===== config.mk =====
export PLATFORM = sky130hd
export DESIGN_NAME = ccip_sniffer
export DESIGN_NICKNAME = d
export VERILOG_FILES = /design/src/rtl/ccip_pkg.sv /design/src/rtl/sniff_pkg.sv /design/src/rtl/c0_req_checker.sv /design/src/rtl/c1_mcl_checker.sv /design/src/rtl/ccip_sniffer.sv /design/src/rtl/mmio_rsp_tracker.sv /design/src/rtl/violation_arbiter.sv
export SDC_FILE = /design/constraint.sdc
export NUM_CORES = 1
export LEC_CHECK = 0
export BUFFER_PORTS_ARGS = -buffer_cell sky130_fd_sc_hd__buf_4
export CORE_MARGIN = 2
export CORE_UTILIZATION = 53
export CTS_CLUSTER_DIAMETER = 120
export DETAILED_ROUTE_END_ITERATION = 12
export PLACE_DENSITY_LB_ADDON = 0.15
export SYNTH_ARGS = -nofsm -noshare
export SYNTH_HDL_FRONTEND = slang
export SYNTH_SLANG_ARGS = --single-unit

===== constraint.sdc =====
create_clock -name clk -period 2.2 [get_ports clk]
set_input_delay 0.44 -clock clk [delete_from_list [all_inputs] [get_ports clk]]
set_output_delay 0.44 -clock clk [all_outputs]
set_load 0.01 [all_outputs]

===== src/rtl/ccip_pkg.sv =====
package ccip_pkg;

   // Request address and MMIO transaction ID sizes
   localparam int CCIP_CLADDR_WIDTH = 42;
   localparam int CCIP_TID_WIDTH    = 4;
   localparam int CCIP_MDATA_WIDTH  = 8;

   typedef logic [CCIP_CLADDR_WIDTH-1:0] t_ccip_claddr;
   typedef logic [CCIP_TID_WIDTH-1:0]    t_ccip_tid;
   typedef logic [CCIP_MDATA_WIDTH-1:0]  t_ccip_mdata;

   // Virtual channel select
   typedef logic [1:0] t_ccip_vc;

   // Line count of a request
   typedef enum logic [1:0] {
      CL_LEN_1 = 2'b00,
      CL_LEN_2 = 2'b01,
      CL_LEN_4 = 2'b11
   } t_ccip_cllen;

   // Leftover encoding, a three-line request, never legal
   localparam logic [1:0] CCIP_CLLEN_3 = 2'b10;

   // Read request types
   typedef enum logic [3:0] {
      RDLINE_I = 4'h0,
      RDLINE_S = 4'h1
   } t_ccip_c0_req;

   // Write request types, fence included
   typedef enum logic [3:0] {
      WRLINE_I = 4'h0,
      WRLINE_M = 4'h1,
      WRPUSH_I = 4'h2,
      WRFENCE  = 4'h4
   } t_ccip_c1_req;

   typedef struct packed {
      t_ccip_vc     vc_sel;
      t_ccip_cllen  cl_len;
      t_ccip_c0_req req_type;
      t_ccip_claddr address;
      t_ccip_mdata  mdata;
   } t_ccip_c0_req_hdr;

   typedef struct packed {
      t_ccip_vc     vc_sel;
      logic         sop;
      t_ccip_cllen  cl_len;
      t_ccip_c1_req req_type;
      t_ccip_claddr address;
      t_ccip_mdata  mdata;
   } t_ccip_c1_req_hdr;

   // Read request channel
   typedef struct packed {
      logic             valid;
      t_ccip_c0_req_hdr hdr;
   } c0_tx_t;

   // Write and fence channel
   typedef struct packed {
      logic             valid;
      t_ccip_c1_req_hdr hdr;
   } c1_tx_t;

   // MMIO read response from the accelerator
   typedef struct packed {
      logic      mmio_rd_valid;
      t_ccip_tid tid;
   } c2_tx_t;

   // MMIO read request towards the accelerator
   typedef struct packed {
      logic      mmio_rd_valid;
      t_ccip_tid tid;
   } c0_rx_mmio_t;

endpackage


===== src/rtl/sniff_pkg.sv =====
package sniff_pkg;

   localparam int SNIFF_NUM_CODES = 23;

   // Violation codes, lower value wins arbitration
   typedef enum logic [4:0] {
      // Read request channel
      SNIFF_C0TX_INVALID_REQTYPE    = 5'd0,
      SNIFF_C0TX_OVERFLOW           = 5'd1,
      SNIFF_C0TX_ADDRALIGN_2_ERROR  = 5'd2,
      SNIFF_C0TX_ADDRALIGN_4_ERROR  = 5'd3,
      SNIFF_C0TX_RESET_IGNORED      = 5'd4,
      SNIFF_C0TX_3CL_REQUEST        = 5'd5,
      SNIFF_C0TX_ADDR_ZERO          = 5'd6,
      // Write channel, single beat rules
      SNIFF_C1TX_INVALID_REQTYPE    = 5'd7,
      SNIFF_C1TX_OVERFLOW           = 5'd8,
      SNIFF_C1TX_ADDRALIGN_2_ERROR  = 5'd9,
      SNIFF_C1TX_ADDRALIGN_4_ERROR  = 5'd10,
      SNIFF_C1TX_RESET_IGNORED      = 5'd11,
      SNIFF_C1TX_3CL_REQUEST        = 5'd12,
      SNIFF_C1TX_ADDR_ZERO          = 5'd13,
      // Write channel, burst rules
      SNIFF_C1TX_UNEXP_VCSEL        = 5'd14,
      SNIFF_C1TX_UNEXP_ADDR         = 5'd15,
      SNIFF_C1TX_UNEXP_REQTYPE      = 5'd16,
      SNIFF_C1TX_SOP_NOT_SET        = 5'd17,
      SNIFF_C1TX_SOP_SET_MCL1TO3    = 5'd18,
      SNIFF_C1TX_WRFENCE_IN_MCL1TO3 = 5'd19,
      // MMIO read responses
      SNIFF_MMIO_RDRSP_TIMEOUT      = 5'd20,
      SNIFF_MMIO_RDRSP_UNSOLICITED  = 5'd21,
      SNIFF_MMIO_RDRSP_RESET_IGNORED = 5'd22
   } sniff_code_t;

   // One bit per code, indexed by code value
   typedef logic [SNIFF_NUM_CODES-1:0] sniff_vec_t;

   // Serialized report, one code per strobe
   typedef struct packed {
      logic        valid;
      sniff_code_t code;
   } sniff_report_t;

endpackage


===== src/rtl/c0_req_checker.sv =====
`timescale 1ns/1ps

module c0_req_checker (
   input  logic                  clk,
   input  logic                  ase_reset,
   input  logic                  soft_reset,
   input  logic                  c0_full,
   input  ccip_pkg::c0_tx_t      c0_tx,
   output sniff_pkg::sniff_vec_t flags
);
   import ccip_pkg::*;
   import sniff_pkg::*;

   sniff_vec_t flags_d;

   // All read rules are single beat, judged on the sampled request
   always_comb begin
      flags_d = '0;
      if (c0_tx.valid) begin
         // Only the two read-line flavours exist
         flags_d[SNIFF_C0TX_INVALID_REQTYPE] =
            !(c0_tx.hdr.req_type inside {RDLINE_I, RDLINE_S});

         // Request issued against a full channel
         flags_d[SNIFF_C0TX_OVERFLOW] = c0_full;

         // Accelerator held in reset but still issuing
         flags_d[SNIFF_C0TX_RESET_IGNORED] = soft_reset;

         // Three lines is the one length code with no meaning
         flags_d[SNIFF_C0TX_3CL_REQUEST] = (c0_tx.hdr.cl_len == CCIP_CLLEN_3);

         // Two-line reads start on an even line
         flags_d[SNIFF_C0TX_ADDRALIGN_2_ERROR] =
            (c0_tx.hdr.cl_len == CL_LEN_2) && c0_tx.hdr.address[0];

         // Four-line reads start on a multiple of four
         flags_d[SNIFF_C0TX_ADDRALIGN_4_ERROR] =
            (c0_tx.hdr.cl_len == CL_LEN_4) && (c0_tx.hdr.address[1:0] != 2'b00);

         // Line zero is never a valid buffer
         flags_d[SNIFF_C0TX_ADDR_ZERO] = (c0_tx.hdr.address == '0);
      end
   end

   // One-cycle pulse per violation
   always_ff @(posedge clk) begin
      if (ase_reset) begin
         flags <= '0;
      end else begin
         flags <= flags_d;
      end
   end

endmodule


===== src/rtl/c1_mcl_checker.sv =====
`timescale 1ns/1ps

module c1_mcl_checker (
   input  logic                  clk,
   input  logic                  ase_reset,
   input  logic                  soft_reset,
   input  logic                  c1_full,
   input  ccip_pkg::c1_tx_t      c1_tx,
   output sniff_pkg::sniff_vec_t flags
);
   import ccip_pkg::*;
   import sniff_pkg::*;

   // Encoding doubles as the beat index within a burst
   typedef enum logic [1:0] {
      EXP_FIRST = 2'd0,
      EXP_BEAT2 = 2'd1,
      EXP_BEAT3 = 2'd2,
      EXP_BEAT4 = 2'd3
   } exp_state_t;

   exp_state_t   state;
   exp_state_t   state_next;

   // Burst reference, taken from the first beat
   t_ccip_vc     base_vc;
   t_ccip_c1_req base_req;
   t_ccip_cllen  base_len;
   logic [1:0]   base_addr_lo;

   logic         is_fence;
   logic         data_beat;
   logic         first_beat;
   logic         later_beat;
   logic [1:0]   exp_addr_lo;
   sniff_vec_t   flags_d;

   assign is_fence   = c1_tx.valid && (c1_tx.hdr.req_type == WRFENCE);
   // Anything valid that is not a fence moves a line
   assign data_beat  = c1_tx.valid && !is_fence;
   assign first_beat = data_beat && (state == EXP_FIRST);
   assign later_beat = data_beat && (state != EXP_FIRST);

   // Low address bits step by one per beat, wrapping in two bits
   assign exp_addr_lo = base_addr_lo + state;

   always_comb begin
      flags_d = '0;
      if (c1_tx.valid) begin
         flags_d[SNIFF_C1TX_INVALID_REQTYPE] =
            !(c1_tx.hdr.req_type inside {WRLINE_I, WRLINE_M, WRPUSH_I, WRFENCE});
         flags_d[SNIFF_C1TX_OVERFLOW]      = c1_full;
         flags_d[SNIFF_C1TX_RESET_IGNORED] = soft_reset;
      end
      // Fence address is don't-care, so only write beats
      if (data_beat) begin
         flags_d[SNIFF_C1TX_ADDR_ZERO] = (c1_tx.hdr.address == '0);
      end
      // Length, alignment and sop belong to the opening beat
      if (first_beat) begin
         flags_d[SNIFF_C1TX_3CL_REQUEST] = (c1_tx.hdr.cl_len == CCIP_CLLEN_3);
         flags_d[SNIFF_C1TX_ADDRALIGN_2_ERROR] =
            (c1_tx.hdr.cl_len == CL_LEN_2) && c1_tx.hdr.address[0];
         flags_d[SNIFF_C1TX_ADDRALIGN_4_ERROR] =
            (c1_tx.hdr.cl_len == CL_LEN_4) && (c1_tx.hdr.address[1:0] != 2'b00);
         flags_d[SNIFF_C1TX_SOP_NOT_SET] = !c1_tx.hdr.sop;
      end
      // Beats two to four must repeat the opening beat
      if (later_beat) begin
         flags_d[SNIFF_C1TX_SOP_SET_MCL1TO3] = c1_tx.hdr.sop;
         flags_d[SNIFF_C1TX_UNEXP_VCSEL]     = (c1_tx.hdr.vc_sel != base_vc);
         flags_d[SNIFF_C1TX_UNEXP_REQTYPE]   = (c1_tx.hdr.req_type != base_req);
         flags_d[SNIFF_C1TX_UNEXP_ADDR]      = (c1_tx.hdr.address[1:0] != exp_addr_lo);
      end
      // Fence inside an open burst
      flags_d[SNIFF_C1TX_WRFENCE_IN_MCL1TO3] = is_fence && (state != EXP_FIRST);
   end

   // Fences never advance the burst
   always_comb begin
      state_next = state;
      case (state)
         EXP_FIRST: begin
            // Three-line writes are flagged and treated as single beats
            if (first_beat && (c1_tx.hdr.cl_len inside {CL_LEN_2, CL_LEN_4})) begin
               state_next = EXP_BEAT2;
            end
         end
         EXP_BEAT2: begin
            if (data_beat) begin
               state_next = (base_len == CL_LEN_4) ? EXP_BEAT3 : EXP_FIRST;
            end
         end
         EXP_BEAT3: begin
            if (data_beat) begin
               state_next = EXP_BEAT4;
            end
         end
         default: begin
            if (data_beat) begin
               state_next = EXP_FIRST;
            end
         end
      endcase
   end

   always_ff @(posedge clk) begin
      if (ase_reset) begin
         state <= EXP_FIRST;
         flags <= '0;
      end else begin
         state <= state_next;
         flags <= flags_d;
      end
   end

   // Burst reference capture
   always_ff @(posedge clk) begin
      if (first_beat) begin
         base_vc      <= c1_tx.hdr.vc_sel;
         base_req     <= c1_tx.hdr.req_type;
         base_len     <= c1_tx.hdr.cl_len;
         base_addr_lo <= c1_tx.hdr.address[1:0];
      end
   end

endmodule


===== src/rtl/ccip_sniffer.sv =====
`timescale 1ns/1ps

module ccip_sniffer #(
   parameter int MMIO_TIMEOUT = 512
) (
   input  logic                     clk,
   input  logic                     ase_reset,
   input  logic                     init_sniffer,
   input  logic                     soft_reset,
   input  logic                     c0_full,
   input  logic                     c1_full,
   input  ccip_pkg::c0_tx_t         c0_tx,
   input  ccip_pkg::c1_tx_t         c1_tx,
   input  ccip_pkg::c2_tx_t         c2_tx,
   input  ccip_pkg::c0_rx_mmio_t    c0_rx_mmio,
   output sniff_pkg::sniff_report_t report,
   output sniff_pkg::sniff_vec_t    error_code
);
   import sniff_pkg::*;

   // Per-checker pulses, disjoint code sets
   sniff_vec_t c0_flags;
   sniff_vec_t c1_flags;
   sniff_vec_t mmio_flags;

   // Read request rules
   c0_req_checker c0_chk_i (
      .clk        (clk),
      .ase_reset  (ase_reset),
      .soft_reset (soft_reset),
      .c0_full    (c0_full),
      .c0_tx      (c0_tx),
      .flags      (c0_flags)
   );

   // Write and burst rules
   c1_mcl_checker c1_chk_i (
      .clk        (clk),
      .ase_reset  (ase_reset),
      .soft_reset (soft_reset),
      .c1_full    (c1_full),
      .c1_tx      (c1_tx),
      .flags      (c1_flags)
   );

   mmio_rsp_tracker #(
      .MMIO_TIMEOUT (MMIO_TIMEOUT)
   ) mmio_trk_i (
      .clk        (clk),
      .ase_reset  (ase_reset),
      .soft_reset (soft_reset),
      .c0_rx_mmio (c0_rx_mmio),
      .c2_tx      (c2_tx),
      .flags      (mmio_flags)
   );

   // Single report bus plus sticky vector
   violation_arbiter arb_i (
      .clk          (clk),
      .ase_reset    (ase_reset),
      .init_sniffer (init_sniffer),
      .c0_flags     (c0_flags),
      .c1_flags     (c1_flags),
      .mmio_flags   (mmio_flags),
      .report       (report),
      .error_code   (error_code)
   );

endmodule


===== src/rtl/mmio_rsp_tracker.sv =====
`timescale 1ns/1ps

module mmio_rsp_tracker #(
   parameter int MMIO_TIMEOUT = 512
) (
   input  logic                  clk,
   input  logic                  ase_reset,
   input  logic                  soft_reset,
   input  ccip_pkg::c0_rx_mmio_t c0_rx_mmio,
   input  ccip_pkg::c2_tx_t      c2_tx,
   output sniff_pkg::sniff_vec_t flags
);
   import ccip_pkg::*;
   import sniff_pkg::*;

   // One entry per TID
   localparam int DEPTH = 2 ** CCIP_TID_WIDTH;
   localparam int CNT_W = $clog2(MMIO_TIMEOUT + 1);
   localparam logic [CNT_W-1:0] CNT_LAST = CNT_W'(MMIO_TIMEOUT - 1);
   localparam logic [CNT_W-1:0] CNT_MAX  = CNT_W'(MMIO_TIMEOUT);

   logic [DEPTH-1:0] active;
   logic [CNT_W-1:0] timer [DEPTH];
   logic [DEPTH-1:0] req_hit;
   logic [DEPTH-1:0] rsp_hit;
   logic [DEPTH-1:0] expire;
   sniff_vec_t       flags_d;

   // TID decode of request and response
   assign req_hit = c0_rx_mmio.mmio_rd_valid ? (DEPTH'(1) << c0_rx_mmio.tid) : '0;
   assign rsp_hit = c2_tx.mmio_rd_valid ? (DEPTH'(1) << c2_tx.tid) : '0;

   // Fires once, on the cycle the timer steps onto the limit
   always_comb begin
      for (int i = 0; i < DEPTH; i++) begin
         expire[i] = active[i] && (timer[i] == CNT_LAST) && !rsp_hit[i];
      end
   end

   always_comb begin
      flags_d = '0;
      flags_d[SNIFF_MMIO_RDRSP_TIMEOUT] = |expire;
      // Response to a TID with nothing outstanding
      flags_d[SNIFF_MMIO_RDRSP_UNSOLICITED] = |(rsp_hit & ~active);
      flags_d[SNIFF_MMIO_RDRSP_RESET_IGNORED] = c2_tx.mmio_rd_valid && soft_reset;
   end

   always_ff @(posedge clk) begin
      if (ase_reset) begin
         active <= '0;
         flags  <= '0;
         for (int i = 0; i < DEPTH; i++) begin
            timer[i] <= '0;
         end
      end else begin
         flags <= flags_d;
         for (int i = 0; i < DEPTH; i++) begin
            // A new request on the same TID restarts the count
            if (req_hit[i]) begin
               active[i] <= 1'b1;
               timer[i]  <= '0;
            end else if (rsp_hit[i]) begin
               active[i] <= 1'b0;
            end else if (active[i] && (timer[i] != CNT_MAX)) begin
               // Saturates so the timeout is raised only once
               timer[i] <= timer[i] + 1'b1;
            end
         end
      end
   end

endmodule


===== src/rtl/violation_arbiter.sv =====
`timescale 1ns/1ps

module violation_arbiter (
   input  logic                     clk,
   input  logic                     ase_reset,
   input  logic                     init_sniffer,
   input  sniff_pkg::sniff_vec_t    c0_flags,
   input  sniff_pkg::sniff_vec_t    c1_flags,
   input  sniff_pkg::sniff_vec_t    mmio_flags,
   output sniff_pkg::sniff_report_t report,
   output sniff_pkg::sniff_vec_t    error_code
);
   import sniff_pkg::*;

   sniff_vec_t  pending;
   sniff_vec_t  grant_onehot;
   sniff_code_t grant_code;

   // Lowest set bit, code 0 has top priority
   assign grant_onehot = pending & (~pending + 1'b1);

   // One-hot to code number
   always_comb begin
      grant_code = sniff_code_t'(5'd0);
      for (int i = 0; i < SNIFF_NUM_CODES; i++) begin
         if (grant_onehot[i]) begin
            grant_code = sniff_code_t'(i[$bits(sniff_code_t)-1:0]);
         end
      end
   end

   always_ff @(posedge clk) begin
      if (ase_reset || init_sniffer) begin
         pending    <= '0;
         error_code <= '0;
         report     <= '0;
      end else begin
         // Checker code sets are disjoint, repeats fold into the same bit
         pending <= (pending & ~grant_onehot) | c0_flags | c1_flags | mmio_flags;

         // Sticky record rises together with the strobe
         error_code <= error_code | grant_onehot;

         report.valid <= |pending;
         report.code  <= grant_code;
      end
   end

endmodule


* Yosys cells after proc, flatten, opt, wreduce, memory -nomap -nowiden *
Memory sizes are Yosys's and may differ from the RTL's.
Index checks and enable logic that the tools add are counted.

storage, ports and cells
  register bits = 149
  RAM bits = 160
  input bits = 135
  output and inout port bits = 29
  word-level logic and storage cells = 499
  memories kept = 1

memories
  memory            depth  bits a word  rd ports  clocked after Yosys merged registers in  write ports  RTL line                RTL
  mmio_trk_i.timer  16     10           16        0                                        16           mmio_rsp_tracker.sv:23  logic [CNT_W-1:0] timer [DEPTH];

cells by class
  add/sub/neg operators = 18
  equal/unequal tests = 51
  shift operators = 2
  multiplexer cells = 224
  bitwise gates (word level) = 47
  reductions and logical operators = 119

operators with widths
  cell                                                                count
  10-bit 2-to-1 mux                                                   32
  1-bit 2-to-1 mux                                                    163
  10-bit by 1-bit adder with 10-bit output, second input constant     16
  10-bit by 9-bit == test with 1-bit output, second input constant    16
  10-bit inequality test, second input constant                       16
  23-bit OR                                                           4
  42-bit zero test                                                    2
  1-bit logical AND                                                   59
  23-bit AND                                                          2
  23-bit inverter                                                     2
  2-bit nonzero test                                                  22
  5-bit 2-to-1 mux                                                    7
  16-bit 2-to-1 mux                                                   2
  4-bit 2-to-1 mux                                                    8
  1-bit OR                                                            32
  16-bit OR reduction                                                 2
  1-bit by 4-bit left shift with 16-bit output, first input constant  2
  23-bit by 1-bit adder with 23-bit output, second input constant     1
  23-bit OR reduction                                                 1
  1-bit zero test                                                     20
  16-bit AND                                                          1
  16-bit inverter                                                     1
  2-bit 2-to-1 mux                                                    7
  2-bit == test, second input constant                                6
  other kinds (19)                                                    37

* Longest topological paths before layout *
  word-level depth = 25
  mapped depth = 7
  mapped depth without buffers = 7

* Modules after synthesis *
From an unflattened synthesis, not the netlist that was laid out.

second synthesis, totals
  cell total of the unflattened synthesis = 1,388
  area total of the unflattened synthesis = 13,815.8 um^2

modules (own cells, without submodules)
  module             instances  cells an instance  area an instance (um^2)  seq. area each (um^2)
  mmio_rsp_tracker   1          1,003              10,154.7                 5,185.0
  violation_arbiter  1          239                2,112.0                  1,041.0
  c1_mcl_checker     1          97                 1,091.0                  600.6
  c0_req_checker     1          49                 457.9                    140.1

* Worst setup path after synthesis *
OpenSTA, ideal clock, no wires.

  path kind = input to register
  start point = input c0_rx_mmio[2] (netlist bit)
  end point = memory mmio_trk_i.timer[0][60] (netlist bit) (enable)
  setup time = 0.340 ns
  arrival = 1.960 ns
  data required time = 1.860 ns
  path slack = -0.099 ns
  stages = 7
  buffers on the path = 3
  cell sequence = buf_2 nor2b_1 clkbuf_1 a21oi_1 or3b_2 clkbuf_1 nand2_1

RTL lines
  element          RTL line                RTL
  start, declared  ccip_sniffer.sv:15      input ccip_pkg::c0_rx_mmio_t c0_rx_mmio,
  end, declared    mmio_rsp_tracker.sv:23

==> results.md <==
- Diode count: 0
- Worst skew pair latency: 550 ps
- Gates resized, CTS repair: 0
- Place WS: -31.0 ps
- Final setup fails: 0
- Ports: 164
- Die X: 160 um
- Status: completed
- Class of the most critical setup path: flip-flop to flip-flop
- Fin. Hold Viols: 0
- First-pass GRT wire length: 44900 um
- # hold bufs at CTS: 0
- Min cycle time layout: 2070 ps
- Part of the Yosys area used for sequential elements: 0.540
- Worst EP required: 2600 ps
- Deepest clock path buffer count: 3
- Syn_nets: 1490
- Number of routed nets with antenna violations: 0
- Final WL: 27100 um
- Via count: 10000
- Post-synth EDFFs: 170
- FMAX: 483 MHz
- CTS tree: built
- CP arrival: 2470 ps
- Fin. max-slew vios: 0
- Leakage: 5.86 nW
- Post-synth top area cell: edfxtp_1
- Root Buffer: clkbuf_16
- Pin count of the biggest net entering global routing: 53
- Cell Area, Synth: 12900 sq um
- Top cell type's share of synthesized area: 0.395
- DPL Wire Length: 19800 um
- Placer Congestion: 0.937
- Vias per cell: 5.34
- Overflow after GRT: 0
- Power Density: 695 nW/um^2
- Worst hold margin: 74.8 ps
- Area grow syn2layout: 20.8%
- Total CTS buffers: 29
- Total GRT Usage: 0.208
- Post-CTS setup buffers: 0
- Starting Density: 0.536
- Worst-margin pin slew: 973 ps
- CORE AREA: 24100 sq um
- Mapped Cells: 1322
- #FFs+latches synth: 263
- # clock sinks: 263
- Peak supply drop: 0.654 mV
- Critical Path Start Type: flip-flop
- Endpoint class of the critical path: flip-flop
- H-Tree Depth: 1
- Hold Crit Class: primary input to flip-flop
- Die height: 160 um
- Row count: 57
- Fraction of registers with async set/reset: 0
- Layout net count: 1692
- Setup ws final: 130 ps
- DR WL/cell: 14.5 um
- Layout Skew: 16.3 ps
- Clock transition at the registers of the reported paths: 60 ps
- Layout cells sized above 1: 0.171
- Unrepaired setup endpoints after global routing: false
- Die area: 25600 sq um
- Vias in the first global route: 9321
- Initial DRT Pass Iterations: 5
- Average cell area after synthesis: 9.77 sq um
- Synth warn: 0
- Max-slew headroom: 0.351
- Worst Path Max Fanout: 4
- Max-cap violation count: 0
- Synth cell types: 55
- Final period util: 0.941
- DR iter-0 viols: 509
- Antenna violations before repair: 0
- # port buffers: 144
- Synth Flop Type: edfxtp_1
- Dominant cells by area after synthesis: edfxtp_1 (40%), dfxtp_1 (14%), nor2_1 (7.6%)
- # DRC: 0
critical path, cell delays in order, from the launching register on:
cell	delay [ps]
edfxtp_1	430
ha_1	240
and3_1	210
and3_1	220
nand2_1	100
o22ai_1	90
nor4_1	470
a41oi_1	160
registers in the layout (all words and copies together), names as in the netlist:
signal and cells:
c0_chk_i.flags 7, c1_chk_i.base_req 4, mmio_trk_i.flags 3, mmio_trk_i.active 16
c1_chk_i.base_len 2, arb_i.pending 23, arb_i.error_code 23, mmio_trk_i.timer 160
c1_chk_i.flags 13, arb_i.report 6, c1_chk_i.state 2, c1_chk_i.base_vc 2
c1_chk_i.base_addr_lo 2
cells in the mapped netlist (all sizes together), types with 29 or more instances:
library cell  number
dfxtp             93
nand2             74
xnor2             62
edfxtp           170
clkbuf            29
a21oi             80
ha                33
inv               76
o21ai             32
nor4              53
nor2             262
nand3            102
xor2              72
worst paths after layout:
check                                             to               startpoint  cells past startpoint  slack, ps
worst max register to register  mmio_trk_i.flags[20]  mmio_trk_i.timer[0][31]                      7        130
worst min register to register     arb_i.pending[19]       c1_chk_i.flags[19]                      2        430
worst min-delay path               c0_chk_i.flags[2]                c0_tx[55]                      2         70
worst max-delay path            mmio_trk_i.flags[20]  mmio_trk_i.timer[0][31]                      7        130
area by class of cell:
| cell class | count | area, sq um |
|---|---|---|
| multi-input cells | 947 | 5520 |
| well taps | 324 | 405 |
| flip-flops and latches | 263 | 6970 |
| fillers | 2001 | 8510 |
| repair buffers | 207 | 1570 |
| clock inverters | 7 | 40.0 |
| inverters | 76 | 285 |
| clock buffers | 47 | 813 |
report_power, final:
group          total (mW)  switching [mW]  internal (mW)
Clock                4.37            1.86           2.51
Combinational       0.838           0.433          0.405
Sequential           5.63           0.183           5.44
Total                10.8            2.47           8.36
routing by layer:
metal / vias to the layer above / part of all wire / GRT usage / wire length (um)
li1: 5074 / - / - / -
met1: 4644 / 0.46 / 0.287 / 12500
met2: 240 / 0.46 / 0.345 / 12500
met3: 42 / 0.062 / 0.0395 / 1670
met4: 0 / 0.016 / 0.0479 / 446
met5: - / 0 / 0 / 0
per-stage QoR:
step | setup TNS, ps | util | cell area [sq um] | std cells | power, mW
floorplan | 0 | - | 12900 | 1322 | 6.16
global placement | -195 | 0.612 | 14700 | 1817 | 6.54
detailed placement | -387 | 0.612 | 14700 | 1817 | 6.56
CTS | 0 | 0.647 | 15600 | 1871 | 10.9
global route | 0 | 0.647 | 15600 | 1871 | 11.3
finish | 0 | 0.647 | 15600 | 1871 | 10.8
cells in the final DEF (no fill, tap or decap), types with 4 or more instances in the layout:
cell type / n
xor2_1: 72
nand4_1: 22
nand2b_1: 8
clkbuf_16: 29
nor4b_1: 6
dfxtp_1: 93
nor4_1: 52
buf_4: 206
a31oi_1: 9
nand2_1: 71
o31ai_1: 8
nor3b_1: 7
o21ai_0: 31
ha_1: 33
and3_1: 25
nor3_1: 24
edfxtp_1: 170
or3_1: 7
nand3_1: 102
inv_1: 76
or3b_2: 4
clkbuf_1: 16
xnor2_1: 62
a21oi_1: 80
clkinv_2: 4
nor2b_1: 10
nor2_1: 262
and2_1: 7
cells by family after synthesis:
logic type,after synthesis,synth area share
multiplexers,4,0.00407
XOR/XNOR,134,0.0909
flip-flops,263,0.540
AO/OA/AOI/OAI,151,0.0673
buffers and inverters,112,0.0334
AND/OR/NAND/NOR,625,0.233
adder cells (fa/ha/maj),33,0.0320
(Power assumes the default switching activity.)
